## src/common/piarb_cfg.svh

```systemverilog
`ifndef PIARB_CFG_SVH
`define PIARB_CFG_SVH

// ============================================================
// field widths of the hop stream and its metadata
// ============================================================

`define FID_NBITS 8          // flow id, also sets flow table depth
`define TID_NBITS 6          // topic id, also sets topic table depth
`define PU_ID_NBITS 3        // port id
`define HOP_INFO_NBITS 64    // beat data

// ============================================================
// table entry and metadata widths
// ============================================================

`define FLOW_PU_NBITS 16     // msb is the flow enable
`define SWITCH_TAG_NBITS 12
`define CTIME_NBITS 16       // creation time
`define RCI_NBITS 2

// statistics counters
`define CNT_NBITS 16

`endif

```

## src/common/piarb_pkg.sv

```systemverilog
`include "piarb_cfg.svh"

package piarb_pkg;

	// ============================================================
	// vector types for the fields that carry a meaning
	// ============================================================

	typedef logic [`FID_NBITS-1:0] fid_t;
	typedef logic [`TID_NBITS-1:0] tid_t;
	typedef logic [`PU_ID_NBITS-1:0] pu_id_t;
	typedef logic [`HOP_INFO_NBITS-1:0] hop_data_t;

	// flow payload, top bit enables the flow
	typedef logic [`FLOW_PU_NBITS-1:0] flow_pu_t;

	typedef logic [`SWITCH_TAG_NBITS-1:0] switch_tag_t;
	typedef logic [`CTIME_NBITS-1:0] ctime_t;
	typedef logic [`RCI_NBITS-1:0] rci_t;
	typedef logic [`CNT_NBITS-1:0] cnt_t;

	// ============================================================
	// encodings
	// ============================================================

	// packet type seen by the pu
	typedef enum logic [1:0] {
		PKT_PLAIN = 2'd0,
		PKT_TYPE1 = 2'd2
	} pkt_type_e;

	// ingress framing
	typedef enum logic {
		ING_IDLE,   // waiting for sop
		ING_IN_PKT  // between sop and eop
	} ingress_state_e;

endpackage

```

## src/lookup/topic_table.sv

```systemverilog
`timescale 1ns/1ps
`include "piarb_cfg.svh"

module topic_table (
	input logic clk,
	input logic wr,
	input piarb_pkg::tid_t waddr,
	input piarb_pkg::switch_tag_t wdata,
	input logic rd,
	input piarb_pkg::tid_t raddr,
	output piarb_pkg::switch_tag_t rdata
);

	localparam int DEPTH = 1 << `TID_NBITS;

	piarb_pkg::switch_tag_t mem [DEPTH];
	piarb_pkg::tid_t raddr_q;
	logic rd_q;

	initial begin
		for (int i = 0; i < DEPTH; i++)
			mem[i] = '0;
	end

	// ============================================================
	// host write port
	// ============================================================

	always_ff @(posedge clk) begin
		if (wr)
			mem[waddr] <= wdata;
	end

	// ============================================================
	// two cycle read through address and output registers
	// ============================================================

	always_ff @(posedge clk) begin
		rd_q <= rd;
		if (rd)
			raddr_q <= raddr;
		if (rd_q)
			rdata <= mem[raddr_q];  // holds the last tag between reads
	end

endmodule

```

## config.mk

```make
export PLATFORM = sky130hd
export DESIGN_NAME = topic_table
export DESIGN_NICKNAME = d
export VERILOG_FILES = /design/src/common/piarb_pkg.sv /design/src/lookup/topic_table.sv
export VERILOG_INCLUDE_DIRS = /design/src /design/src/common
export SDC_FILE = /design/constraint.sdc
export NUM_CORES = 1
export LEC_CHECK = 0
export BUFFER_PORTS_ARGS = -buffer_cell sky130_fd_sc_hd__buf_2
export CORE_MARGIN = 10
export CORE_UTILIZATION = 60
export CTS_CLUSTER_SIZE = 14
export DETAILED_ROUTE_END_ITERATION = 10
export PLACE_DENSITY = 0.77
export SETUP_SLACK_MARGIN = 0.02
export SLEW_MARGIN = 15
export SYNTH_ARGS = -nofsm -noshare
export SYNTH_HDL_FRONTEND = slang
export SYNTH_SLANG_ARGS = --single-unit
```

## constraint.sdc

```tcl
create_clock -name clk -period 3 [get_ports clk]
set_input_delay 0.3 -clock clk [delete_from_list [all_inputs] [get_ports clk]]
set_output_delay 0.3 -clock clk [all_outputs]
set_load 0.005 [all_outputs]
```

=== Word level (Yosys, flattened, before mapping) ===
Memories as Yosys holds them, arrays and structs flattened. A register that Yosys moved wholly into a read port is not among the register bits.
Cells that the tools add are included.

* Register bits: 7
* Bits in latches: 0
* Bits in writable memories: 768
* Bits in read-only memories: 0
* Input port bits: 27
* Output and inout port bits: 12
* Word-level logic and storage cells: 5
* Memories kept: 1

* Add/sub/neg operators: 0
* Multiply operators: 0
* Div/mod/pow operators: 0
* $lt $le $gt $ge: 0
* Equal/unequal tests: 0
* Shifts and indexed selects: 0
* Muxes and demuxes: 2
* Bitwise logic cells: 0
* Reduce and logical (&&, ||, !) cells: 0

{| class="wikitable"
|+ Memory list
! memory !! words !! width !! read ports !! clocked after memory_dff !! wr ports !! line !! RTL
|-
| mem || 64 || 12 || 1 || 1 || 1 || topic_table.sv:16 || <nowiki>piarb_pkg::switch_tag_t mem [DEPTH];</nowiki>
|}

{| class="wikitable"
|+ Operators by type and width
! kind !! count
|-
| $mux 1 || 2
|}

=== Depth between registers and ports, before layout ===
* Depth in word-level cells: 2
* Gate-level depth with buffers: 9
* Depth with buffers taken out: 5

=== Worst setup path after synthesis ===
OpenSTA, ideal clock, no wires.

* Path type: register to register
* Start: register raddr_q[0]
* End: register rdata[1], read port of mem, data pin
* Arrival time: 1.871 ns
* Data required time: 2.735 ns
* Slack: 0.864 ns
* Cell stages (with the launch flop): 8
* Path buffers: 3
* Cells stage by stage: edfxtp_1 > buf_6 > buf_6 > buf_2 > mux4_2 > mux2_2 > o221ai_1 > o31ai_1

{| class="wikitable"
|+ RTL lines
! what !! line !! RTL
|-
| from (decl) || topic_table.sv:17 || <nowiki>piarb_pkg::tid_t raddr_q;</nowiki>
|-
| from (signal assigned) || topic_table.sv:41 || <nowiki>raddr_q <= raddr;</nowiki>
|-
| to (decl) || topic_table.sv:11 || <nowiki>output piarb_pkg::switch_tag_t rdata</nowiki>
|}

==> impl_metrics.yaml <==
outcome:
  status: "finished clean"
finish:
  layout-drive-gt1-share: 0.297
  final_common_cell: "edfxtp_1"
  finalNetCount: 1545
  nFillCells: 2876
  final_cell_mix: "edfxtp_1 (786), mux4_2 (192), buf_4 (106)"
  regArea_mm2: 0.0236
  area_growth_pct: 14.0
  multi_input_area_mm2: 0.00612
  post-route-util: 0.688
  fin_area_mm2: 0.0344
floorplan:
  num_rows: 82
  ios: 39
  core_mm2: 0.0500
  die_h_um: 244
  start_util: 0.604
  dieWidth_um: 244
  dieArea_mm2: 0.0597
clock_network:
  cts_buffers: 77
  clk_latency_ns: 0.62
  cts.sinks: 787
  path_clk_slew_ns: 0.06
  cts_tree: "yes"
  clockRootBuffer: "clkbuf_16"
  clk_path_buf_depth: 3
  htreeDepth: 3
synthesis:
  syn_area_mm2: 0.0302
  syn_inst: 1346
  synth.avg_cell_area_um2: 22.4
  synth_seq_cells: 787
  ys_seq_area_frac: 0.783
  ys_warn_count: 0
  ys_types: 35
  syn_nets: 1373
worst_setup_path:
  r2r_slack_ns: 0.25
  crit_arrival_ns: 3.10
  critical_path_class: "reg -> reg"
  timing.rr.end: "rdata[1]"
  crit_chain: "buf_12 -> buf_12 -> buf_4 -> mux4_2 -> mux2_2 -> o221ai_1 -> o31ai_1"
  reg2reg_depth: 7
  critPathCapture: "rdata[1]"
  crit_path_end_kind: "flip-flop"
  cp_top_family: "multiplexers"
  worst-path-buf-inv: 3
  start_kind: "flip-flop"
  reg2reg_from: "raddr_q[0]"
  crit_path_max_incr_delay_ns: 0.56
  worstPathMaxFanout: 26
  cp.required_ns: 3.35
  cp.depth: 7
  cpMostUsedCell: "buf_12"
  crit_start: "raddr_q[0]"
  cpMaxStageDelayCell: "mux4_2"
timing:
  hold_viol_final: 0
  fin_worst_skew_ns: 0.0293
  relSlewSlack: 0.269
  fin_crit_ns: 2.75
  drv_slew: 0
  setup_tns_ns: 0
  min_period_over_period: 0.915
  setup_violations: 0
  fin_ws_ns: 0.254
  worst_pin_slew_ns: 1.09
  rsz0062_at_grt: "false"
  max_freq_mhz: 364
run:
  cap_viol_max_count: 0
routing:
  drt_wl_total_um: 71400
  drtAntennaViolNets: 0
  first_pass_iters: 7
  detail_route.vias_per_cell: 6.70
  wl_per_cell_um: 31.8
  drc: 0
  drt_iter0_drc: 2193
  vias: 15100
pwr:
  power_density_mw_per_mm2: 673
  clock_power_share: 0.402
  p_int_uw: 18200
  leakagePower_uw: 0.0109
  vdd_drop_max_mv: 0.472
  switching_share: 0.213
  p_sw_uw: 4940
  p_comb_frac: 0.067
  power_frac_seq: 0.531
placement:
  place_area_mm2: 0.0319
  pre_cts_ws_ns: 0.298
  io_buffers: 38
  place_hpwl_um: 43200
  gp_congestion: 0.898
grt:
  grt_pass1_vias: 15100
  grt_pass1_wl_um: 106000
  grt_max_degree: 65
  grt_usage: 0.243
  antenna_found_initial: 2
  gr-total-overflow: 0
worst_hold_path:
  min_path_type: "in -> reg"
stage by stage:
stage          hold slack (ns)  power, uW  cells
2_1_floorplan            0.328      13400   1346
3_3_place_gp             0.480      14000   2104
3_5_place_dp             0.480      14000   2104
4_1_cts                  0.126      23200   2248
5_1_grt                  0.150      23700   2248
6_report                 0.138      23100   2249
kinds of logic (layout without fill, tap and decap cells):
| kind of cell | Yosys count | in the layout | share of synthesized area |
|---|---|---|---|
| and+or+nand+nor | 158 | 158 | 0.0246 |
| muxes | 219 | 219 | 0.153 |
| buffers and inverters | 73 | 303 | 0.0142 |
| AOI/OAI and AO/OA | 109 | 109 | 0.0256 |
| other | 0 | 1 | 0 |
| DFF | 787 | 787 | 0.783 |
worst min-delay path by stage:
stage	to	cells after the start	from	slack [ns]
after floorplan	rd_q	0	rd	0.33
after global placement	raddr_q[2]	1	raddr[2]	0.48
after detailed placement	raddr_q[1]	1	raddr[1]	0.48
after CTS	mem[27][5]	1	wdata[5]	0.13
after global routing	mem[3][5]	1	wdata[5]	0.15
final	mem[30][5]	1	wdata[5]	0.14
power groups by stage:
stage	combinational, uW	clock [uW]	sequential [uW]
final	1560	9300	12300
after global placement	1510	0	12500
after floorplan	877	0	12500
after CTS	1560	9380	12300
after global routing	1640	9820	12300
after detailed placement	1530	0	12500
state kept, by name (all words and copies together), names as in the netlist:
register	cells
mem	768
raddr_q	6
rd_q	1
rdata	12
layer usage:
layer | up-vias | share of wire | track usage
met2 | 1040 | 0.49 | 0.380
met3 | 133 | 0.12 | 0.0625
met1 | 7830 | 0.37 | 0.337
met4 | 2 | 0.026 | 0.0729
li1 | 6065 | - | -
met5 | - | 0.00014 | 0
worst register-to-register path, stage by stage, from the launching register on:
cell,delay (ns)
edfxtp_1,0.37
buf_12,0.20
buf_12,0.25
buf_4,0.35
mux4_2,0.56
mux2_2,0.28
o221ai_1,0.36
o31ai_1,0.13
what timing repair did:
| item | CTS | global route |
|---|---|---|
| gates resized for setup | 0 | 0 |
| endpoints found under the hold margin | 7 | 0 |
| hold buffers | 7 | 0 |
| setup buffers | 0 | 0 |
synth_stat cells:
cell type	number	area share
and2_1	1	0.00021
o21ai_0	11	0.0018
nand2b_1	21	0.0044
a32o_1	4	0.0013
a22o_1	6	0.0017
a31oi_1	9	0.0019
a311oi_1	2	0.00058
o31ai_1	2	0.00050
buf_1	3	0.00037
clkbuf_1	33	0.0041
a21oi_1	10	0.0017
buf_6	13	0.0049
or3_1	2	0.00041
o22a_1	2	0.00058
or2_2	2	0.00041
nand4b_1	1	0.00029
a211oi_1	13	0.0032
a22oi_1	9	0.0022
a221o_1	2	0.00066
o22ai_1	23	0.0048
nor3_1	10	0.0017
mux4_2	192	0.14
edfxtp_1	786	0.78
buf_2	13	0.0022
nand3_1	14	0.0023
nor2_1	74	0.0092
mux2_2	7	0.0026
mux2i_1	20	0.0066
dfxtp_1	1	0.00066
nor2b_1	15	0.0031
nand2_1	14	0.0017
o221ai_1	16	0.0046
nand4_1	2	0.00041
nand3b_1	2	0.00050
buf_4	11	0.0027
layout make-up:
| class | instances | share of cell area |
|---|---|---|
| Sequential cell | 787 | 0.687 |
| Multi-Input combinational cell | 486 | 0.178 |
| Clock inverter | 41 | 0.0100 |
| Tap cell | 672 | 0.0244 |
| Timing Repair Buffer | 166 | 0.0403 |
| Antenna cell | 1 | 0.0000727 |
| Clock buffer | 96 | 0.0606 |
Note: power is estimated with default switching activity, not from simulation.
