===== src/common/piarb_cfg.svh =====
`ifndef PIARB_CFG_SVH
`define PIARB_CFG_SVH

// ============================================================
// field widths of the hop stream and its metadata
// ============================================================

`define FID_NBITS 8          // flow id, also sets flow table depth
`define TID_NBITS 6          // topic id, also sets topic table depth
`define PU_ID_NBITS 3        // port id
`define HOP_INFO_NBITS 64    // beat data

// ============================================================
// table entry and metadata widths
// ============================================================

`define FLOW_PU_NBITS 16     // msb is the flow enable
`define SWITCH_TAG_NBITS 12
`define CTIME_NBITS 16       // creation time
`define RCI_NBITS 2

// statistics counters
`define CNT_NBITS 16

`endif


===== src/common/piarb_pkg.sv =====
`include "piarb_cfg.svh"

package piarb_pkg;

	// ============================================================
	// vector types for the fields that carry a meaning
	// ============================================================

	typedef logic [`FID_NBITS-1:0] fid_t;
	typedef logic [`TID_NBITS-1:0] tid_t;
	typedef logic [`PU_ID_NBITS-1:0] pu_id_t;
	typedef logic [`HOP_INFO_NBITS-1:0] hop_data_t;

	// flow payload, top bit enables the flow
	typedef logic [`FLOW_PU_NBITS-1:0] flow_pu_t;

	typedef logic [`SWITCH_TAG_NBITS-1:0] switch_tag_t;
	typedef logic [`CTIME_NBITS-1:0] ctime_t;
	typedef logic [`RCI_NBITS-1:0] rci_t;
	typedef logic [`CNT_NBITS-1:0] cnt_t;

	// ============================================================
	// encodings
	// ============================================================

	// packet type seen by the pu
	typedef enum logic [1:0] {
		PKT_PLAIN = 2'd0,
		PKT_TYPE1 = 2'd2
	} pkt_type_e;

	// ingress framing
	typedef enum logic {
		ING_IDLE,   // waiting for sop
		ING_IN_PKT  // between sop and eop
	} ingress_state_e;

endpackage


===== src/lookup/flow_table.sv =====
`timescale 1ns/1ps
`include "piarb_cfg.svh"

module flow_table (
	input logic clk,
	input logic wr,
	input piarb_pkg::fid_t waddr,
	input piarb_pkg::flow_pu_t wdata,
	input piarb_pkg::fid_t raddr,
	output piarb_pkg::flow_pu_t rdata
);

	localparam int DEPTH = 1 << `FID_NBITS;

	piarb_pkg::flow_pu_t mem [DEPTH];

	// all flows start disabled
	initial begin
		for (int i = 0; i < DEPTH; i++)
			mem[i] = '0;
	end

	always_ff @(posedge clk) begin
		if (wr)
			mem[waddr] <= wdata;
	end

	// one cycle read, old data on a same cycle write
	always_ff @(posedge clk) begin
		rdata <= mem[raddr];
	end

endmodule


===== config.mk =====
export PLATFORM = sky130hd
export DESIGN_NAME = flow_table
export DESIGN_NICKNAME = d
export VERILOG_FILES = /design/src/common/piarb_pkg.sv /design/src/lookup/flow_table.sv
export VERILOG_INCLUDE_DIRS = /design/src /design/src/common
export SDC_FILE = /design/constraint.sdc
export NUM_CORES = 2
export LEC_CHECK = 0
export BUFFER_PORTS_ARGS = -buffer_cell sky130_fd_sc_hd__buf_2
export CORE_ASPECT_RATIO = 0.8
export CORE_MARGIN = 1
export CORE_UTILIZATION = 50
export CTS_CLUSTER_DIAMETER = 40
export DETAILED_ROUTE_END_ITERATION = 6
export PLACE_DENSITY = 0.72
export SLEW_MARGIN = 20
export SYNTH_ARGS = -nofsm -noshare
export SYNTH_HDL_FRONTEND = slang
export SYNTH_SLANG_ARGS = --single-unit

===== constraint.sdc =====
create_clock -name clk -period 5.9 [get_ports clk]
set_clock_uncertainty 0.15 [all_clocks]
set_input_delay 0.59 -clock clk [delete_from_list [all_inputs] [get_ports clk]]
set_output_delay 0.59 -clock clk [all_outputs]
set_load 0.05 [all_outputs]

-- Yosys cells after proc, flatten, opt, wreduce, memory -nomap -nowiden
Memory sizes are Yosys's and may differ from the RTL's. A register that Yosys moved wholly into a read port is not among the register bits.
Index checks and enable logic that the tools add are counted.
- flip-flop bits (word level): 0
- memory bits (writable): 4096
- input bits: 34
- output and inout port bits: 16
- logic and storage cells: 3
- memories kept: 1
- memories (name ; words ; width ; read ports ; clocked after memory_dff ; write ports ; line ; text):
    mem ; 256 ; 16 ; 1 ; 1 ; 1 ; flow_table.sv:15 ; piarb_pkg::flow_pu_t mem [DEPTH];
- multiplexer cells: 2
- operators by type and width (operator ; count):
    1-bit two-way mux ; 2

-- Longest topological paths before layout
- depth in word-level cells: 2
- gate-level depth with buffers: 12
- gate-level depth less buffers: 6

-- Worst setup path after synthesis
OpenSTA, ideal clock, no wires.
- kind: input to register
- from: input waddr[3]
- to: memory mem[235][0] in the netlist's numbering, enable pin
- library setup time: 0.388 ns
- data arrival time: 2.367 ns
- data required time: 5.362 ns
- path slack: 2.995 ns
- stages on the path: 6
- path buffers: 3
- cell sequence: clkbuf_1 > nor2b_1 > clkbuf_1 > nand4_1 > clkbuf_1 > nor2_1
- RTL lines (item ; line ; text):
    start, declared ; flow_table.sv:7 ; input piarb_pkg::fid_t waddr,
    end, declared ; flow_table.sv:15 ;
Straight into the memory's write port.

==> reports/metrics.sh <==
OUTCOME='finished clean'
DR_WL_MET2_MM=187.3
ROOT_BUFFER='sky130_fd_sc_hd__clkbuf_16'
FINISH.NET_COUNT=7843
POST_SYNTH_NUM_CELL_TYPES=52
CTS_RESIZED=0
SLEW_VIOL_FINAL=0
SYN-MEAN-INSTANCE-AREA_SQ_UM=21.56
SYNTH_WARNINGS=0
CRITICAL_PATH_CLASS='in2reg'
WORST_SETUP_SLACK_AFTER_LAYOUT_PS=1950
FIRST_GLOBAL_VIAS=78630
FLOORPLAN.INITIALDENSITY_PCT=50.39
DIE_SPAN_IN_Y_MICRONS=505.9
GRT_REMAINING_OVERFLOW=0
FINISH.INSTANCE_AREA_SQ_UM=180200
SYNTH-SEQ-CELLS=4112
PLACEMENT.CELL_AREA_SQ_UM=165300
I_O_BUFFERS=49
CTS_SINKS=4112
MET3ROUTEDLENGTH_MM=56.10
FF2FF_PATH_DEPTH=6
NUM_IO_PINS=50
CTS-ROOT-TO-SINK-BUFFERS=4
TIGHTEST_SLEW_PS=1313
FIRST_PASS_GRT_WIRE_LENGTH_MM=588.2
RSZ0062_AT_GRT='false'
CRITICAL_PATH.STARTPOINT='raddr[2]'
CTS.REPORTEDPATHS.CLKPINSLEW_PS=60
TIMING.REG2REG.SETUP_SLACK_PS=2340
SYNTHFLOPTYPE='sky130_fd_sc_hd__edfxtp_1'
VIA_COUNT=81140
ANT_NETS=0
TOP_COUNT_CELL_POST_SYNTH='sky130_fd_sc_hd__edfxtp_1'
MAX_CLOCK_FREQ_MHz=253.2
STARTPOINT_TYPE='primary input'
CTS_TREE='yes'
NUMPLACEDINSTANCES=11540
WORST-ENDPOINT-REQUIRED_PS=6540
SYNTH_COMMON_CELLS='sky130_fd_sc_hd__edfxtp_1, sky130_fd_sc_hd__mux4_2, sky130_fd_sc_hd__mux2i_1'
CRIT-REG2REG-LAUNCH='mem[130][3]'
RR_ENDPOINT='rdata[3]'
COUNT_OF_ROUTING_VIOLATIONS_AFTER_THE_OPENING_DETAILED_ROUTE_ITERATION=12300
SYNTH-EDFF-COUNT=4096
AREA.GROWTH.SYNTH_TO_FINAL_PCT=13.55
TOPROUTINGLAYERUSED='met5'
DRT-TOTAL-WL_MM=416.6
GR-USAGE-ALL-LAYERS_PCT=25.79
SLEW_HEADROOM_PCT=12.17
POSTCTSSETUPREPAIRBUFS=0
MAX_CAP_VIOL_COUNT=0
REPORTED_LEAKAGE_POWER_nW=57.20
FINAL-HOLD-VIOLATION-COUNT=0
WORSTHOLDPATHCELLS=1
DETAILED_ROUTE_DRC_ERROR_COUNT=0
CRIT_CHAIN='clkbuf_8, or2_4, buf_16, buf_12, buf_12, o221ai_1, o32ai_1, a21oi_1, nand4_1, nor4_1'
SETUP_VIOL=0
DESIGN.DIE.AREA_SQ_UM=319700
WORST-PATH-MAX-FANOUT=48
SYNTHDOMINANTCELLAREASHARE_PCT=77.50
HOLD_CLASS='in2reg'
WORST-ENDPOINT-ARRIVAL_PS=4590
POWER.DENSITY_CELL_AREA_nW_PER_UM2=350.2
PEAK_IR_DROP_ON_THE_VDD_NETWORK_V=0.0002754
SYNTH_TOP_AREA_CELL='sky130_fd_sc_hd__edfxtp_1'
DIE-WIDTH_MICRONS=631.9
ANTENNA_VIOLATIONS_BEFORE_REPAIR=33
SYNTH.NET_COUNT=7394
ENDPOINT_KIND='flop'
MIN_DELAY_WORST_ENDPOINT='mem[190][6]'
CORE_AREA_SQ_UM=314900
SEQ_AREA_FRAC_SYNTH_PCT=77.70
HOLDWS_PS=35.00
GP_CONGESTION=0.9423
CRITICAL-PATH-MAX-STAGE-DELAY_PS=690
SYNTH_ASYNC_SR_FLOP_SHARE_PCT=0
CLOCK_LATENCY_PS=960
FINAL_MIN_PERIOD_OVER_CLOCK_PERIOD_PCT=66.94
CTS_HOLD_REPAIR.BUFFERS=5
GRT_START_MAX_NET_PINS=185
MAPPEDNETLISTAREA_SQ_UM=158700
WL_PER_CELL_MICRONS=33.65
SYNTHCELLS=7360
HTREEDEPTH=5
LAYOUT-DRIVE-GT1-SHARE_PCT=25.66
VIA_PER_INST=6.554
MET1WIRELENGTH_MM=157.2
SYNTH.AREA.TOP_CELLS='sky130_fd_sc_hd__edfxtp_1, sky130_fd_sc_hd__mux4_2, sky130_fd_sc_hd__mux2i_1'
DETAILED_PLACE_HPWL_MM=242.8
ROWS=184
DETAILEDPLACE.WORSTSLACK_PS=1248
WORSTHOLDSTART='wdata[6]'
CRIT_PATH_FREQUENT_CELL='sky130_fd_sc_hd__buf_12'
FINAL_CELL_COUNT_NO_FILL=12380
FIN_TNS_SETUP_PS=0
TRITONCTS.NUM_BUFFERS=445
NFILLCELLS=22190
DRT_FIRST_PASS_ITERS=7
FINALWORSTPATHREQUIREDPERIOD_PS=3950
CP_SLOWEST_CELL='sky130_fd_sc_hd__a21oi_1'
-- through the flow --
| step | total power [mW] | util (%) |
|---|---|---|
| 6_report | 63.12 | 57.22 |
| 5_1_grt | 64.48 | 57.21 |
| 2_1_floorplan | 34.51 | - |
| 3_5_place_dp | 35.87 | 52.50 |
| 3_3_place_gp | 35.80 | 52.48 |
| 4_1_cts | 63.26 | 57.19 |
-- layout by cell type (no fill, tap or decap), drive strengths merged, types with 11 or more instances in the layout --
cell type,synthesis,final
edfxtp,4096,4096
nand3,35,35
clkbuf,230,504
diode,0,18
clkinv,0,180
clkinvlp,0,41
a211oi,18,18
buf,222,446
o22ai,148,148
a22o,32,32
and3,11,11
mux4,797,797
nor4,18,18
dfxtp,16,16
mux2,88,88
inv,4,46
mux2i,565,565
a22oi,43,43
o32ai,21,21
a221oi,28,28
nand2,38,38
nor3,92,92
nor2,304,304
o21ai,38,38
o221ai,253,253
nand4,26,26
a21oi,175,175
bufinv,0,51
o31ai,16,16
-- cells by family (layout without fill, tap and decap cells) --
family | count (synthesis) | count (layout) | share of synthesized area, %
buf+inv | 456 | 1273 | 1.693
compound gates | 786 | 786 | 3.537
mux | 1450 | 1450 | 15.50
other cells | 0 | 18 | 0
simple gates | 556 | 556 | 1.574
flops | 4112 | 4112 | 77.70
-- final cells by class --
type	instances	area [sq um]	area share, %
inverter	4	27.53	0.01527
clock inverter	314	3223	1.788
multi-input combinational	2792	32980	18.30
sequential	4112	123300	68.42
timing repair buffer	454	3914	2.172
tap	4185	5236	2.905
clock buffer	501	11480	6.372
antenna	18	45.04	0.02499
-- critical path: cells and delay by family --
family	cells	cell delay [ps]
and+or+nand+nor	3	1420
AOI/OAI and AO/OA	3	1230
buffers and inverters	4	1120
-- registers in the layout, indices dropped and copies added, names as in the netlist --
signal / flops
rdata: 16
mem: 4096
-- layer usage --
metal  GRT usage [%]  up-vias
li1                -    32280
met1           36.92    42320
met2           38.04     5688
met3           7.652      839
met4           8.999       10
met5               0        -
-- report_power, final --
part | internal, mW | switching [mW]
logic | 0.984 | 2.06
clock network | 16.3 | 11.5
registers | 32.2 | 0.0621
total | 49.5 | 13.6
-- worst max-delay path by stage --
stage                       end  slack [ps]  cells after the start
detailed placement     rdata[7]        1250                      8
finish                rdata[13]        1950                     10
floorplan           mem[235][0]        3000                      6
global placement      rdata[14]        1180                      9
CTS                   rdata[10]        2160                      8
global route          rdata[11]        1920                      9
Power figures use the tool's default switching activity.
