File: src/common/piarb_cfg.svh
`ifndef PIARB_CFG_SVH
`define PIARB_CFG_SVH

// ============================================================
// field widths of the hop stream and its metadata
// ============================================================

`define FID_NBITS 8          // flow id, also sets flow table depth
`define TID_NBITS 6          // topic id, also sets topic table depth
`define PU_ID_NBITS 3        // port id
`define HOP_INFO_NBITS 64    // beat data

// ============================================================
// table entry and metadata widths
// ============================================================

`define FLOW_PU_NBITS 16     // msb is the flow enable
`define SWITCH_TAG_NBITS 12
`define CTIME_NBITS 16       // creation time
`define RCI_NBITS 2

// statistics counters
`define CNT_NBITS 16

`endif

File: src/common/piarb_pkg.sv
`include "piarb_cfg.svh"

package piarb_pkg;

	// ============================================================
	// vector types for the fields that carry a meaning
	// ============================================================

	typedef logic [`FID_NBITS-1:0] fid_t;
	typedef logic [`TID_NBITS-1:0] tid_t;
	typedef logic [`PU_ID_NBITS-1:0] pu_id_t;
	typedef logic [`HOP_INFO_NBITS-1:0] hop_data_t;

	// flow payload, top bit enables the flow
	typedef logic [`FLOW_PU_NBITS-1:0] flow_pu_t;

	typedef logic [`SWITCH_TAG_NBITS-1:0] switch_tag_t;
	typedef logic [`CTIME_NBITS-1:0] ctime_t;
	typedef logic [`RCI_NBITS-1:0] rci_t;
	typedef logic [`CNT_NBITS-1:0] cnt_t;

	// ============================================================
	// encodings
	// ============================================================

	// packet type seen by the pu
	typedef enum logic [1:0] {
		PKT_PLAIN = 2'd0,
		PKT_TYPE1 = 2'd2
	} pkt_type_e;

	// ingress framing
	typedef enum logic {
		ING_IDLE,   // waiting for sop
		ING_IN_PKT  // between sop and eop
	} ingress_state_e;

endpackage

File: src/verilog/hop_ingress.sv
`timescale 1ns/1ps

module hop_ingress (
	input logic clk,
	input logic rst,
	input logic in_valid,
	input piarb_pkg::pu_id_t in_port_id,
	input logic in_sop,
	input logic in_eop,
	input piarb_pkg::hop_data_t in_data,
	input piarb_pkg::fid_t in_fid,
	input piarb_pkg::tid_t in_tid,
	input logic in_fid_sel,
	input logic in_type1,
	input piarb_pkg::rci_t in_rci,
	input piarb_pkg::ctime_t in_ctime,
	output logic acc_valid,
	output piarb_pkg::pu_id_t acc_port_id,
	output logic acc_sop,
	output logic acc_eop,
	output piarb_pkg::hop_data_t acc_data,
	output piarb_pkg::fid_t acc_fid,
	output piarb_pkg::tid_t acc_tid,
	output logic acc_fid_sel,
	output logic acc_type1,
	output piarb_pkg::rci_t acc_rci,
	output piarb_pkg::ctime_t acc_ctime,
	output piarb_pkg::cnt_t frame_err_count
);

	piarb_pkg::ingress_state_e state;
	logic accept;
	logic frame_err;

	// sop only opens a packet from idle, any other beat must be inside one
	assign accept = in_valid & ((state == piarb_pkg::ING_IDLE) ? in_sop : ~in_sop);
	assign frame_err = in_valid & ~accept;

	always_ff @(posedge clk) begin
		if (rst) begin
			state <= piarb_pkg::ING_IDLE;
			acc_valid <= 1'b0;
			frame_err_count <= '0;
		end else begin
			acc_valid <= accept;
			if (frame_err)
				frame_err_count <= frame_err_count + 1'b1;
			if (accept && in_sop && !in_eop)
				state <= piarb_pkg::ING_IN_PKT;
			else if (accept && in_eop)
				state <= piarb_pkg::ING_IDLE;
		end
	end

	// beat payload follows the input every cycle
	always_ff @(posedge clk) begin
		acc_port_id <= in_port_id;
		acc_sop <= in_sop;
		acc_eop <= in_eop;
		acc_data <= in_data;
	end

	// metadata registers double as the sop latch
	always_ff @(posedge clk) begin
		if (accept && in_sop) begin
			acc_fid <= in_fid;
			acc_tid <= in_tid;
			acc_fid_sel <= in_fid_sel;
			acc_type1 <= in_type1;
			acc_rci <= in_rci;
			acc_ctime <= in_ctime;
		end
	end

endmodule

File: config.mk
export PLATFORM = sky130hd
export DESIGN_NAME = hop_ingress
export DESIGN_NICKNAME = d
export VERILOG_FILES = /design/src/common/piarb_pkg.sv /design/src/verilog/hop_ingress.sv
export VERILOG_INCLUDE_DIRS = /design/src /design/src/common
export SDC_FILE = /design/constraint.sdc
export NUM_CORES = 1
export LEC_CHECK = 0
export BUFFER_PORTS_ARGS = -buffer_cell sky130_fd_sc_hd__buf_2
export CORE_MARGIN = 4
export CORE_UTILIZATION = 40
export CTS_BUF_LIST = sky130_fd_sc_hd__clkbuf_16
export DETAILED_ROUTE_END_ITERATION = 8
export GPL_ROUTABILITY_DRIVEN = 0
export PLACE_DENSITY_LB_ADDON = 0.25
export SLEW_MARGIN = 20
export SYNTH_ARGS = -nofsm -noshare
export SYNTH_HDL_FRONTEND = slang
export SYNTH_SLANG_ARGS = --single-unit
File: constraint.sdc
create_clock -name clk -period 3.25 [get_ports clk]
set_clock_uncertainty 0.15 [all_clocks]
set_input_delay 0.65 -clock clk [delete_from_list [all_inputs] [get_ports clk]]
set_output_delay 0.65 -clock clk [all_outputs]
set_load 0.02 [all_outputs]
**Word-level counts from Yosys, hierarchy flattened**

Cells that the tools add are included.
Widths: inputs -> output; s select.

- Input bits: 106
- Output and inout port bits: 120
- Word-level logic and storage cells: 26
- RAM bits: 0
- Register bits after elaboration: 121
- Memories kept: 0
- Memory bits (read-only): 0
- Bits in latches: 0

- Equality and inequality tests: 0
- Divide/modulo/power cells: 0
- Bitwise operators: 4
- Add/sub/neg operators: 1
- Mux-type cells: 3
- Magnitude comparators: 0
- Reductions and logical operators: 5
- $mul: 0
- Shift operators: 0

Operator list:

| operator | number |
|---|---|
| $add 16x1->16 const B | 1 |
| $logic_and 1x1->1 | 3 |
| $mux 1 | 3 |
| $and 1x1->1 | 2 |
| $not 1->1 | 2 |
| $reduce_bool 2->1 | 1 |
| $logic_not 1->1 | 1 |

**Logic depth before layout (Yosys ltp)**

- Depth after elaboration: 6
- Gate-level depth with buffers: 5
- Gate-level depth less buffers: 5

**Least setup slack after synthesis**

No wires, ideal clock.

- Kind: input port to flip-flop
- Start point: in in_valid
- End point: reg acc_ctime[0] (enable)
- Path buffers: 1
- Required time: 2674 ps
- Library setup time: 426 ps
- Stages on the path: 3
- Path slack: 374 ps
- Arrival time: 2301 ps
- Cell sequence: buf_2 -> nand2_1 -> nor2_1

- Word-level cells in the longest chain between the ends: 2

Ends and longest elaborated chain:

| what | line | RTL |
|---|---|---|
| start, declared | hop_ingress.sv:6 | `input logic in_valid,` |
| $and 1x1->1 | hop_ingress.sv:36 | `assign accept = in_valid & ((state == piarb_pkg::ING_IDLE) ? in_sop : ~in_sop);` |
| $logic_and 1x1->1 | hop_ingress.sv:65 | `if (accept && in_sop) begin` |
| end signal, assigned | hop_ingress.sv:71 | `acc_ctime <= in_ctime;` |
| end, declared | hop_ingress.sv:27 | `output piarb_pkg::ctime_t acc_ctime,` |

Every way passes these cells.
A chain may end at the register's enable or synchronous reset.

**Worst setup path in the final report**

- Start point: reg frame_err_count[3]
- End point: reg frame_err_count[13]

- Word-level cells in the longest chain between the ends: 1

Ends and longest elaborated chain:

| what | line | RTL |
|---|---|---|
| start, declared | hop_ingress.sv:28 | `output piarb_pkg::cnt_t frame_err_count` |
| start signal, assigned | hop_ingress.sv:47 | `frame_err_count <= frame_err_count + 1'b1;` |
| $add 16x1->16 | hop_ingress.sv:47 |  |

Every way passes these cells.

==> impl_metrics.env <==
export IMPL_critPathMaxStageDelay_ns=0.56
export IMPL_drt_iter0_drc=81
export IMPL_startpoint_type="flop"
export IMPL_finish_utilization=0.653
export IMPL_nets=550
export IMPL_clk_pin_slew_worst_paths_ns=0.06
export IMPL_die_w_um=98.0
export IMPL_pre_cts_ws_ns=0.841
export IMPL_setup_tns_ns=0
export IMPL_hold_class="primary input to flop"
export IMPL_area_delta_synth_final_pct=57.2
export IMPL_fp_coreArea_um2=7810
export IMPL_synth_area_leaders="dfxtp_1, edfxtp_1, xor2_1, xnor2_1, nor2_1"
export IMPL_rsz0062_at_grt="no"
export IMPL_cts_max_level=4
export IMPL_yosysTopAreaCell="dfxtp_1"
export IMPL_status="finished clean"
export IMPL_via_per_inst=4.40
export IMPL_cts_root_buf="clkbuf_16"
export IMPL_route_detailed_drc=0
export IMPL_synth_largest_type_area_fraction=0.537
export IMPL_ff2ff_path_depth=4
export IMPL_synth_edf_count=34
export IMPL_io_buffers=225
export IMPL_dp_hpwl_um=7130
export IMPL_endpoint="frame_err_count[13]"
export IMPL_syn_area_per_cell_um2=16.1
export IMPL_dr_total_vias=2452
export IMPL_relSlewSlack=0.623
export IMPL_grt_max_degree=35
export IMPL_tightest_slew_ns=0.561
export IMPL_num_rows=32
export IMPL_maxCapViolCount=0
export IMPL_ir_drop_mv=0.502
export IMPL_rrSetupSlack_ns=1.19
export IMPL_grt_usage=0.186
export IMPL_clk_latency_ns=0.39
export IMPL_antenna_found_initial=0
export IMPL_grt_pass1_wl_um=13400
export IMPL_worst_setup_path_end_kind="flop"
export IMPL_crit_path_top_delay_cell="or4_4"
export IMPL_overflow=0
export IMPL_synth_async_reset_ratio=0
export IMPL_crit_arrival_ns=2.23
export IMPL_ctsResizeCount=0
export IMPL_wire_per_inst_um=15.9
export IMPL_setup_ws_ns=1.19
export IMPL_crit_cells=4
export IMPL_leakage_uw=0.00238
export IMPL_ant_nets=0
export IMPL_cts_sinks=121
export IMPL_required_ns=3.42
export IMPL_startpoint="frame_err_count[3]"
export IMPL_r2r_start="frame_err_count[3]"
export IMPL_cts_tree="built"
export IMPL_synth_distinct_cells=30
export IMPL_diodes=0
export IMPL_fin_crit_sh=0.633
export IMPL_drive_gt1_frac=0.585
export IMPL_whs_ns=0.201
export IMPL_hold_viol=0
export IMPL_synth_cells=201
export IMPL_slew_violations=0
export IMPL_hold_buffers=0
export IMPL_cp_top_family="simple AND/OR/NAND/NOR gates"
export IMPL_ys_warn_count=0
export IMPL_drt_pass1_iterations=4
export IMPL_synth_top_flop_cell="dfxtp_1"
export IMPL_wl_um=8870
export IMPL_start_util=0.415
export IMPL_post_cts_setup_buffers=0
export IMPL_path_cells="nand4_2 -> or4_4 -> or4_1 -> a21oi_1"
export IMPL_min_period_ns=2.06
export IMPL_fp_dieArea_um2=9610
export IMPL_setup_viol=0
export IMPL_synth_seq_cells=121
export IMPL_cts_buffers=17
export IMPL_power_density_nw_per_um2=732
export IMPL_synth_area_um2=3240
export IMPL_worst_path_buf_inv=0
export IMPL_fmaxAchievable_mhz=486
export IMPL_design_portCount=226
export IMPL_seq_area_frac_synth=0.853
export IMPL_synthTopCellsByCount="dfxtp_1, edfxtp_1, nor2_1"
export IMPL_die_y_um=98.0
export IMPL_reg2reg_to="frame_err_count[13]"
export IMPL_cts_buffer_depth=2
export IMPL_crit_fanout=8
export IMPL_synth_most_common_cell="dfxtp_1"
export IMPL_grt_pass1_vias=2488
export IMPL_syn_nets=308
export IMPL_path_class="flop to flop"
## worst min-delay path by stage
stage	endpoint	slack, ns	from	depth (start not counted)
after detailed placement	frame_err_count[1]	0.35	frame_err_count[1]	2
after global routing	acc_data[40]	0.17	in_data[40]	1
final	acc_data[1]	0.20	in_data[1]	1
after CTS	acc_data[13]	0.18	in_data[13]	1
after floorplan	state	0.34	state	2
after global placement	frame_err_count[1]	0.34	frame_err_count[1]	2
## layout by cell type, fill, tap and decap left out
| cell type | n |
|---|---|
| and3_2 | 1 |
| nor3b_1 | 1 |
| ha_1 | 1 |
| nor2b_1 | 2 |
| nor2_2 | 1 |
| inv_1 | 3 |
| a21oi_1 | 7 |
| or4_1 | 2 |
| buf_2 | 225 |
| nor4_1 | 3 |
| or3_1 | 1 |
| or4_4 | 1 |
| o31ai_1 | 2 |
| inv_6 | 5 |
| xor2_1 | 6 |
| edfxtp_1 | 34 |
| bufinv_16 | 1 |
| nand4_1 | 5 |
| nand3_1 | 4 |
| clkinv_4 | 4 |
| buf_4 | 1 |
| nor3_1 | 2 |
| dfxtp_1 | 87 |
| or2_2 | 1 |
| nand2_1 | 10 |
| clkbuf_16 | 19 |
| xnor2_1 | 5 |
| and4_2 | 1 |
| or3_2 | 2 |
| nor2_1 | 10 |
| clkinvlp_4 | 1 |
| inv_8 | 1 |
| nand4_2 | 1 |
| mux2_2 | 1 |
| o21ai_0 | 3 |
| and3_1 | 1 |
## state kept, by name (all words and copies together), names as in the netlist
signal / cells
acc_data: 64
acc_ctime: 16
frame_err_count: 16
acc_fid: 8
acc_tid: 6
acc_port_id: 3
acc_rci: 2
acc_eop: 1
acc_fid_sel: 1
acc_sop: 1
acc_type1: 1
acc_valid: 1
state: 1
## logic make-up (layout without fill, tap and decap cells)
family / after synthesis / count (layout) / share of synthesized area
flops: 121 / 121 / 0.853
mux: 1 / 1 / 0.00347
simple gates: 49 / 49 / 0.0830
xor+xnor: 11 / 11 / 0.0297
fa+ha+maj: 1 / 1 / 0.00386
buf+inv: 6 / 260 / 0.00733
compound gates: 12 / 12 / 0.0201
## stage by stage
step / total power (uW) / std cells / instance area, um2
finish: 3730 / 557 / 5090
global route: 3880 / 557 / 5090
CTS: 3780 / 557 / 5090
detailed placement: 1930 / 526 / 4490
global placement: 1920 / 526 / 4490
floorplan: 1790 / 201 / 3240
## power by group
| group | leakage (uW) | switching [uW] | internal (uW) | total [uW] |
|---|---|---|---|---|
| registers | 0.00105 | 18.4 | 1620 | 1640 |
| clock network | 0.000294 | 678 | 1160 | 1840 |
| logic | 0.00105 | 154 | 93.8 | 248 |
| total | 0.00238 | 850 | 2880 | 3730 |
## layer usage
layer  track usage  vias up  part of all wire
li1              -     1188                 -
met1         0.211     1105              0.38
met2         0.308      139              0.50
met3        0.0714       20             0.092
met4        0.0873        0             0.027
met5             0        -                 0
## worst register-to-register path, stage by stage (launching register included)
cell and delay [ns]:
dfxtp_1 0.46, nand4_2 0.17, or4_4 0.56, or4_1 0.49, a21oi_1 0.15
## final cells by class
class / instances / area [um2]
Fill cell: 618 / 2710
Tap cell: 102 / 128
Timing Repair Buffer: 226 / 1130
Sequential cell: 121 / 2760
Inverter: 3 / 11.3
Multi-Input combinational cell: 74 / 457
Clock buffer: 19 / 475
Clock inverter: 12 / 128
Note: power is estimated with default switching activity, not from simulation.
