## src/common/piarb_cfg.svh

```systemverilog
`ifndef PIARB_CFG_SVH
`define PIARB_CFG_SVH

// ============================================================
// field widths of the hop stream and its metadata
// ============================================================

`define FID_NBITS 8          // flow id, also sets flow table depth
`define TID_NBITS 6          // topic id, also sets topic table depth
`define PU_ID_NBITS 3        // port id
`define HOP_INFO_NBITS 64    // beat data

// ============================================================
// table entry and metadata widths
// ============================================================

`define FLOW_PU_NBITS 16     // msb is the flow enable
`define SWITCH_TAG_NBITS 12
`define CTIME_NBITS 16       // creation time
`define RCI_NBITS 2

// statistics counters
`define CNT_NBITS 16

`endif

```

## src/common/piarb_pkg.sv

```systemverilog
`include "piarb_cfg.svh"

package piarb_pkg;

	// ============================================================
	// vector types for the fields that carry a meaning
	// ============================================================

	typedef logic [`FID_NBITS-1:0] fid_t;
	typedef logic [`TID_NBITS-1:0] tid_t;
	typedef logic [`PU_ID_NBITS-1:0] pu_id_t;
	typedef logic [`HOP_INFO_NBITS-1:0] hop_data_t;

	// flow payload, top bit enables the flow
	typedef logic [`FLOW_PU_NBITS-1:0] flow_pu_t;

	typedef logic [`SWITCH_TAG_NBITS-1:0] switch_tag_t;
	typedef logic [`CTIME_NBITS-1:0] ctime_t;
	typedef logic [`RCI_NBITS-1:0] rci_t;
	typedef logic [`CNT_NBITS-1:0] cnt_t;

	// ============================================================
	// encodings
	// ============================================================

	// packet type seen by the pu
	typedef enum logic [1:0] {
		PKT_PLAIN = 2'd0,
		PKT_TYPE1 = 2'd2
	} pkt_type_e;

	// ingress framing
	typedef enum logic {
		ING_IDLE,   // waiting for sop
		ING_IN_PKT  // between sop and eop
	} ingress_state_e;

endpackage

```

## src/lookup/piarb_lookup.sv

```systemverilog
`timescale 1ns/1ps

module piarb_lookup (
	input logic clk,
	input logic rst,
	input logic host_flow_wr,
	input piarb_pkg::fid_t host_flow_waddr,
	input piarb_pkg::flow_pu_t host_flow_wdata,
	input logic acc_valid,
	input piarb_pkg::pu_id_t acc_port_id,
	input logic acc_sop,
	input logic acc_eop,
	input piarb_pkg::hop_data_t acc_data,
	input piarb_pkg::fid_t acc_fid,
	input piarb_pkg::tid_t acc_tid,
	input logic acc_fid_sel,
	input logic acc_type1,
	input piarb_pkg::rci_t acc_rci,
	input piarb_pkg::ctime_t acc_ctime,
	input piarb_pkg::flow_pu_t flow_value_rdata,
	input piarb_pkg::switch_tag_t topic_value_rdata,
	output logic topic_value_rd,
	output piarb_pkg::tid_t topic_value_raddr,
	output logic flow_value_wr,
	output piarb_pkg::flow_pu_t flow_value_wdata,
	output piarb_pkg::fid_t flow_value_raddr,
	output piarb_pkg::fid_t flow_value_waddr,
	output logic lkp_valid,
	output piarb_pkg::pu_id_t lkp_pid,
	output piarb_pkg::hop_data_t lkp_data,
	output logic lkp_sop,
	output logic lkp_eop,
	output logic lkp_fid_sel,
	output piarb_pkg::pkt_type_e lkp_pkt_type,
	output piarb_pkg::rci_t lkp_rci,
	output piarb_pkg::ctime_t lkp_ctime,
	output piarb_pkg::switch_tag_t lkp_switch_tag,
	output piarb_pkg::flow_pu_t lkp_f_payload,
	output piarb_pkg::fid_t lkp_fid,
	output piarb_pkg::tid_t lkp_tid
);

	// ============================================================
	// beat delay line, three stages
	// ============================================================

	logic valid_d [1:3];
	piarb_pkg::pu_id_t pid_d [1:3];
	logic sop_d [1:3];
	logic eop_d [1:3];
	piarb_pkg::hop_data_t data_d [1:3];
	piarb_pkg::fid_t fid_d [1:3];
	piarb_pkg::tid_t tid_d [1:3];
	logic fid_sel_d [1:3];
	logic type1_d [1:3];
	piarb_pkg::rci_t rci_d [1:3];
	piarb_pkg::ctime_t ctime_d [1:3];

	piarb_pkg::flow_pu_t flow_rdata_d1; // lines flow data up with stage 3

	always_ff @(posedge clk) begin
		pid_d[1] <= acc_port_id;
		sop_d[1] <= acc_sop;
		eop_d[1] <= acc_eop;
		data_d[1] <= acc_data;
		fid_d[1] <= acc_fid;
		tid_d[1] <= acc_tid;
		fid_sel_d[1] <= acc_fid_sel;
		type1_d[1] <= acc_type1;
		rci_d[1] <= acc_rci;
		ctime_d[1] <= acc_ctime;
		for (int i = 2; i <= 3; i++) begin
			pid_d[i] <= pid_d[i-1];
			sop_d[i] <= sop_d[i-1];
			eop_d[i] <= eop_d[i-1];
			data_d[i] <= data_d[i-1];
			fid_d[i] <= fid_d[i-1];
			tid_d[i] <= tid_d[i-1];
			fid_sel_d[i] <= fid_sel_d[i-1];
			type1_d[i] <= type1_d[i-1];
			rci_d[i] <= rci_d[i-1];
			ctime_d[i] <= ctime_d[i-1];
		end
		flow_rdata_d1 <= flow_value_rdata;
	end

	// ============================================================
	// table access and control
	// ============================================================

	always_ff @(posedge clk) begin
		topic_value_raddr <= acc_tid;
		flow_value_raddr <= acc_fid;
		flow_value_waddr <= host_flow_waddr;  // host write goes out one cycle later
		flow_value_wdata <= host_flow_wdata;
	end

	always_ff @(posedge clk) begin
		if (rst) begin
			topic_value_rd <= 1'b0;
			flow_value_wr <= 1'b0;
			valid_d[1] <= 1'b0;
			valid_d[2] <= 1'b0;
			valid_d[3] <= 1'b0;
			lkp_valid <= 1'b0;
		end else begin
			topic_value_rd <= acc_valid;
			flow_value_wr <= host_flow_wr;
			valid_d[1] <= acc_valid;
			valid_d[2] <= valid_d[1];
			valid_d[3] <= valid_d[2];
			lkp_valid <= valid_d[3];
		end
	end

	// output register, metadata assembled from stage 3
	always_ff @(posedge clk) begin
		lkp_pid <= pid_d[3];
		lkp_data <= data_d[3];
		lkp_sop <= sop_d[3];
		lkp_eop <= eop_d[3];
		lkp_fid_sel <= fid_sel_d[3];
		lkp_pkt_type <= type1_d[3] ? piarb_pkg::PKT_TYPE1 : piarb_pkg::PKT_PLAIN;
		lkp_rci <= rci_d[3];
		lkp_ctime <= ctime_d[3];
		lkp_switch_tag <= topic_value_rdata;  // topic read lands right at stage 3
		lkp_f_payload <= flow_rdata_d1;
		lkp_fid <= fid_d[3];
		lkp_tid <= tid_d[3];
	end

endmodule

```

## config.mk

```make
export PLATFORM = sky130hd
export DESIGN_NAME = piarb_lookup
export DESIGN_NICKNAME = d
export VERILOG_FILES = /design/src/common/piarb_pkg.sv /design/src/lookup/piarb_lookup.sv
export VERILOG_INCLUDE_DIRS = /design/src /design/src/common
export SDC_FILE = /design/constraint.sdc
export NUM_CORES = 1
export LEC_CHECK = 0
export BUFFER_PORTS_ARGS = -buffer_cell sky130_fd_sc_hd__buf_4
export CAP_MARGIN = 10
export CORE_MARGIN = 5
export CORE_UTILIZATION = 51
export DETAILED_ROUTE_END_ITERATION = 7
export GPL_ROUTABILITY_DRIVEN = 0
export GPL_TIMING_DRIVEN = 0
export PLACE_DENSITY_LB_ADDON = 0.2
export SYNTH_ARGS = -nofsm -noshare
export SYNTH_HDL_FRONTEND = slang
export SYNTH_SLANG_ARGS = --single-unit
```

## constraint.sdc

```tcl
create_clock -name clk -period 1.32 [get_ports clk]
set_input_delay 0 -clock clk [delete_from_list [all_inputs] [get_ports clk]]
set_output_delay 0 -clock clk [all_outputs]
set_load 0.01 [all_outputs]
```

# Yosys cells after proc, flatten, opt, wreduce, memory -nomap -nowiden

Memory sizes are Yosys's and may differ from the RTL's. A register that Yosys moved wholly into a read port is not among the register bits.
Index checks and enable logic that the tools add are counted.

Register bits: 86
Memory bits (writable): 312
Bits of input ports: 159
Output and inout bits: 173
Memories kept: 11

Memories:

| memory      | depth | width | rd ports | clocked after Yosys merged registers in | write ports | RTL line           | text |
|---|---|---|---|---|---|---|---|
| data_d      | 3     | 64    | 3        | 1                                       | 3           | piarb_lookup.sv:51 | `piarb_pkg::hop_data_t data_d [1:3];` |
| ctime_d     | 3     | 16    | 3        | 1                                       | 3           | piarb_lookup.sv:57 | `piarb_pkg::ctime_t ctime_d [1:3];` |
| fid_d       | 3     | 8     | 3        | 1                                       | 3           | piarb_lookup.sv:52 | `piarb_pkg::fid_t fid_d [1:3];` |
| tid_d       | 3     | 6     | 3        | 1                                       | 3           | piarb_lookup.sv:53 | `piarb_pkg::tid_t tid_d [1:3];` |
| pid_d       | 3     | 3     | 3        | 1                                       | 3           | piarb_lookup.sv:48 | `piarb_pkg::pu_id_t pid_d [1:3];` |
| rci_d       | 3     | 2     | 3        | 1                                       | 3           | piarb_lookup.sv:56 | `piarb_pkg::rci_t rci_d [1:3];` |
| +5 memories | -     | -     | -        | -                                       | -           | -                  |  |

Muxes and demuxes: 7
Bitwise operators: 3

Operators with widths:

| kind              | number |
|---|---|
| 1-bit two-way mux | 6 |
| 1-bit OR          | 3 |
| 2-bit two-way mux | 1 |

# Longest topological paths before layout

Depth in word-level cells: 3
Depth in mapped cells: 1
Depth with buffers taken out: 1

# Least setup slack after synthesis

OpenSTA, ideal clock, no wires.

Path type: reg2reg
Start point: memory valid_d[1]
End point: memory valid_d[2]
Data arrival time: 0.436 ns
Required time: 1.206 ns
Slack: 0.771 ns
Stages on the path, launching flop included: 2
Path buffers: 0
Clock period less this slack: 0.549 ns
Path through: dfxtp_1 > nor2b_1

RTL lines:

| what            | RTL line           | text |
|---|---|---|
| start, declared | piarb_lookup.sv:47 | `logic valid_d [1:3];` |

# Worst setup path after layout

Start point: register lkp_data[32] (read register of data_d)
End point: output lkp_data[32]

RTL lines:

| what            | RTL line           | text |
|---|---|---|
| start, declared | piarb_lookup.sv:30 | `output piarb_pkg::hop_data_t lkp_data,` |

No word-level cell between the ends.

==> results.yml <==
floorplanning:
  rows: 50
  coreArea_um2: 18800
  io_pins: 332
  start_util_pct: 52.0
  dieArea_um2: 22000
  die_h_um: 148
  fp.dieW_um: 148
placed_design:
  place_area_um2: 12500
  hpwl_mm: 12.3
  io_buffers: 330
sta:
  maxSlewViolCount: 0
  hold_violations: 0
  skew_ns: 0.0139
  finalSetupTns_ns: 0
  setup_viol: 0
  min_period_over_period_pct: 76.8
  rsz0062_at_grt: "no"
  period_needed_ns: 1.01
  clock.fmax_mhz: 987
worst_setup_path:
  worst-path-buf-inv: 1
  cp_slowest_cell: "dfxtp_1"
  reg2reg_from: "valid_d[1]"
  r2r_slack_ns: 0.75
  endpoint_kind: "output pin"
  cp-start-kind: "flip-flop"
  critPathKind: "reg2out"
  cp_slowest_stage_delay_ns: 0.36
  crit_arrival_ns: 1.01
  cp_top_family: "flip-flops"
  path_max_fanout: 1
  required_ns: 1.32
  rr_endpoint: "valid_d[2]"
  reg2regPathDepth: 1
  cp_cell_sequence: "buf_4"
routing:
  vias: 5288
  finalWirelength_mm: 22.6
  ant_nets: 0
  viasPerCell: 4.11
  drt-initial-drc-count: 91
  post-route-drc-count: 0
  drtPass1Iterations: 4
  route.detailed.wl_per_inst_um: 17.6
clocking:
  cts_hold_buf: 158
  clockBufferDepth: 3
  postCtsResizedCells: 0
  cts_setup_buffers: 0
  clock_latency_ns: 0.52
  cts_sinks: 485
  clockRootBuffer: "clkbuf_16"
  cts.clk_slew.worst_paths_ns: 0.06
  cts-buffers-inserted: 42
  cts_tree: "yes"
  cts_max_level: 2
synthesis:
  yosysWarnings: 0
  yosysUniqueCellTypes: 4
  ys_ff_latch: 485
  yosysSeqAreaShare_pct: 99.6
  syn_area_um2: 9750
  syn_avg_cell_area_um2: 19.8
  synth_nets: 651
  synth_cells: 492
finish:
  fillers: 871
  final_area_um2: 15400
  drive_gt1_share_pct: 37.0
  nNetsFinal: 1183
  syn_to_final_growth_pct: 58.1
global_routing:
  antenna_found_initial: 2
  grt_use_total_pct: 20.6
  grt_pass1_wl_mm: 34.7
  grt_pass1_vias: 6229
  grt-ovfl-total: 0
  grt_max_degree: 16
power_and_ir_drop:
  p_sw_uw: 5620
  total_power_uw: 28700
  p_clk_share_pct: 40.5
  switching_share_pct: 19.6
  vdd_drop_max_uv: 1440
  leakagePower_uw: 0.00700
  powerDensity_nw_per_um2: 1860
  p_seq_share_pct: 54.6
  comb_power_share_pct: 4.9
  internal-power_uw: 23100
min_path:
  holdPathEnd: "flow_rdata_d1[15]"
  min_from: "flow_value_rdata[15]"
  hold_class: "in2reg"
  hold_path_depth: 2
run:
  cap_violations: 0
run_status:
  outcome: "complete, no violations"
cells by family (layout without fill, tap and decap cells):
logic type / after synthesis / after routing / synth area share (%)
buf+inv: 1 / 561 / 0.0770
simple gates: 5 / 5 / 0.321
flops: 485 / 485 / 99.6
other cells: 1 / 2 / 0.0385
per-layer routing:
| layer | track usage [%] | routed length [µm] | up-vias |
|---|---|---|---|
| li1 | - | - | 2574 |
| met1 | 19.8 | 7430 | 2443 |
| met3 | 7.56 | 1990 | 44 |
| met5 | 0 | 13 | - |
| met4 | 6.93 | 484 | 2 |
| met2 | 40.1 | 12700 | 225 |
power groups by stage:
stage          logic, µW  registers [µW]  clock network, µW
2_1_floorplan       7.21           16000                  0
5_1_grt             1470           15700              12600
6_report            1390           15700              11600
3_5_place_dp         972           15900                  0
4_1_cts             1370           15600              11700
3_3_place_gp         956           15900                  0
registers in the layout (all words and copies together) (netlist names), 8 cells and up:
signal	flops
ctime_d	48
data_d	192
fid_d	16
flow_rdata_d1	16
flow_value_raddr	8
flow_value_waddr	8
flow_value_wdata	16
lkp_ctime	16
lkp_data	64
lkp_f_payload	16
lkp_fid	8
lkp_switch_tag	12
pid_d	9
tid_d	18
worst max-delay path by stage:
stage / end / from / slack (ns) / cells past startpoint
after global routing: flow_value_raddr[3] / flow_value_raddr[3] / 0.26 / 1
final: lkp_data[32] / lkp_data[32] / 0.31 / 1
after detailed placement: valid_d[2] / valid_d[1] / 0.78 / 1
after CTS: lkp_data[32] / lkp_data[32] / 0.26 / 1
after floorplan: valid_d[2] / valid_d[1] / 0.77 / 1
after global placement: valid_d[2] / valid_d[1] / 0.80 / 1
area by class of cell:
cell class,count,area [µm²],area share (%)
flip-flops and latches,485,9710,63.0
repair buffers,488,4060,26.3
clock buffers,66,1250,8.12
well taps,234,293,1.90
clock inverters,6,61.3,0.398
multi-input cells,6,35.0,0.227
plain buffers,1,7.51,0.0487
diodes,1,2.50,0.0162
synthesized netlist by cell type:
| master | count | share of area, % |
|---|---|---|
| nor2b_1 | 5 | 0.32 |
| conb_1 | 1 | 0.038 |
| buf_4 | 1 | 0.077 |
| dfxtp_1 | 485 | 100 |
cells in the final DEF, fill, tap and decap left out:
master,netlist,final
buf_4,1,331
bufinv_16,0,1
clkbuf_1,0,14
clkbuf_16,0,43
clkbuf_8,0,9
clkinv_2,0,3
clkinvlp_4,0,1
conb_1,1,1
dfxtp_1,485,485
diode_2,0,1
dlygate4sd3_1,0,158
inv_6,0,1
nor2b_1,5,5
metrics by stage:
stage / cells / hold WS [ns] / util [%] / setup WS (ns)
after global placement: 1056 / 0.104 / 66.7 / 0.797
final: 1287 / 0.122 / 82.2 / 0.306
after detailed placement: 1056 / 0.105 / 66.7 / 0.781
after floorplan: 492 / 0.0277 / - / 0.771
after CTS: 1286 / 0.101 / 82.1 / 0.262
after global routing: 1287 / 0.110 / 82.2 / 0.255
(Power assumes the default switching activity.)
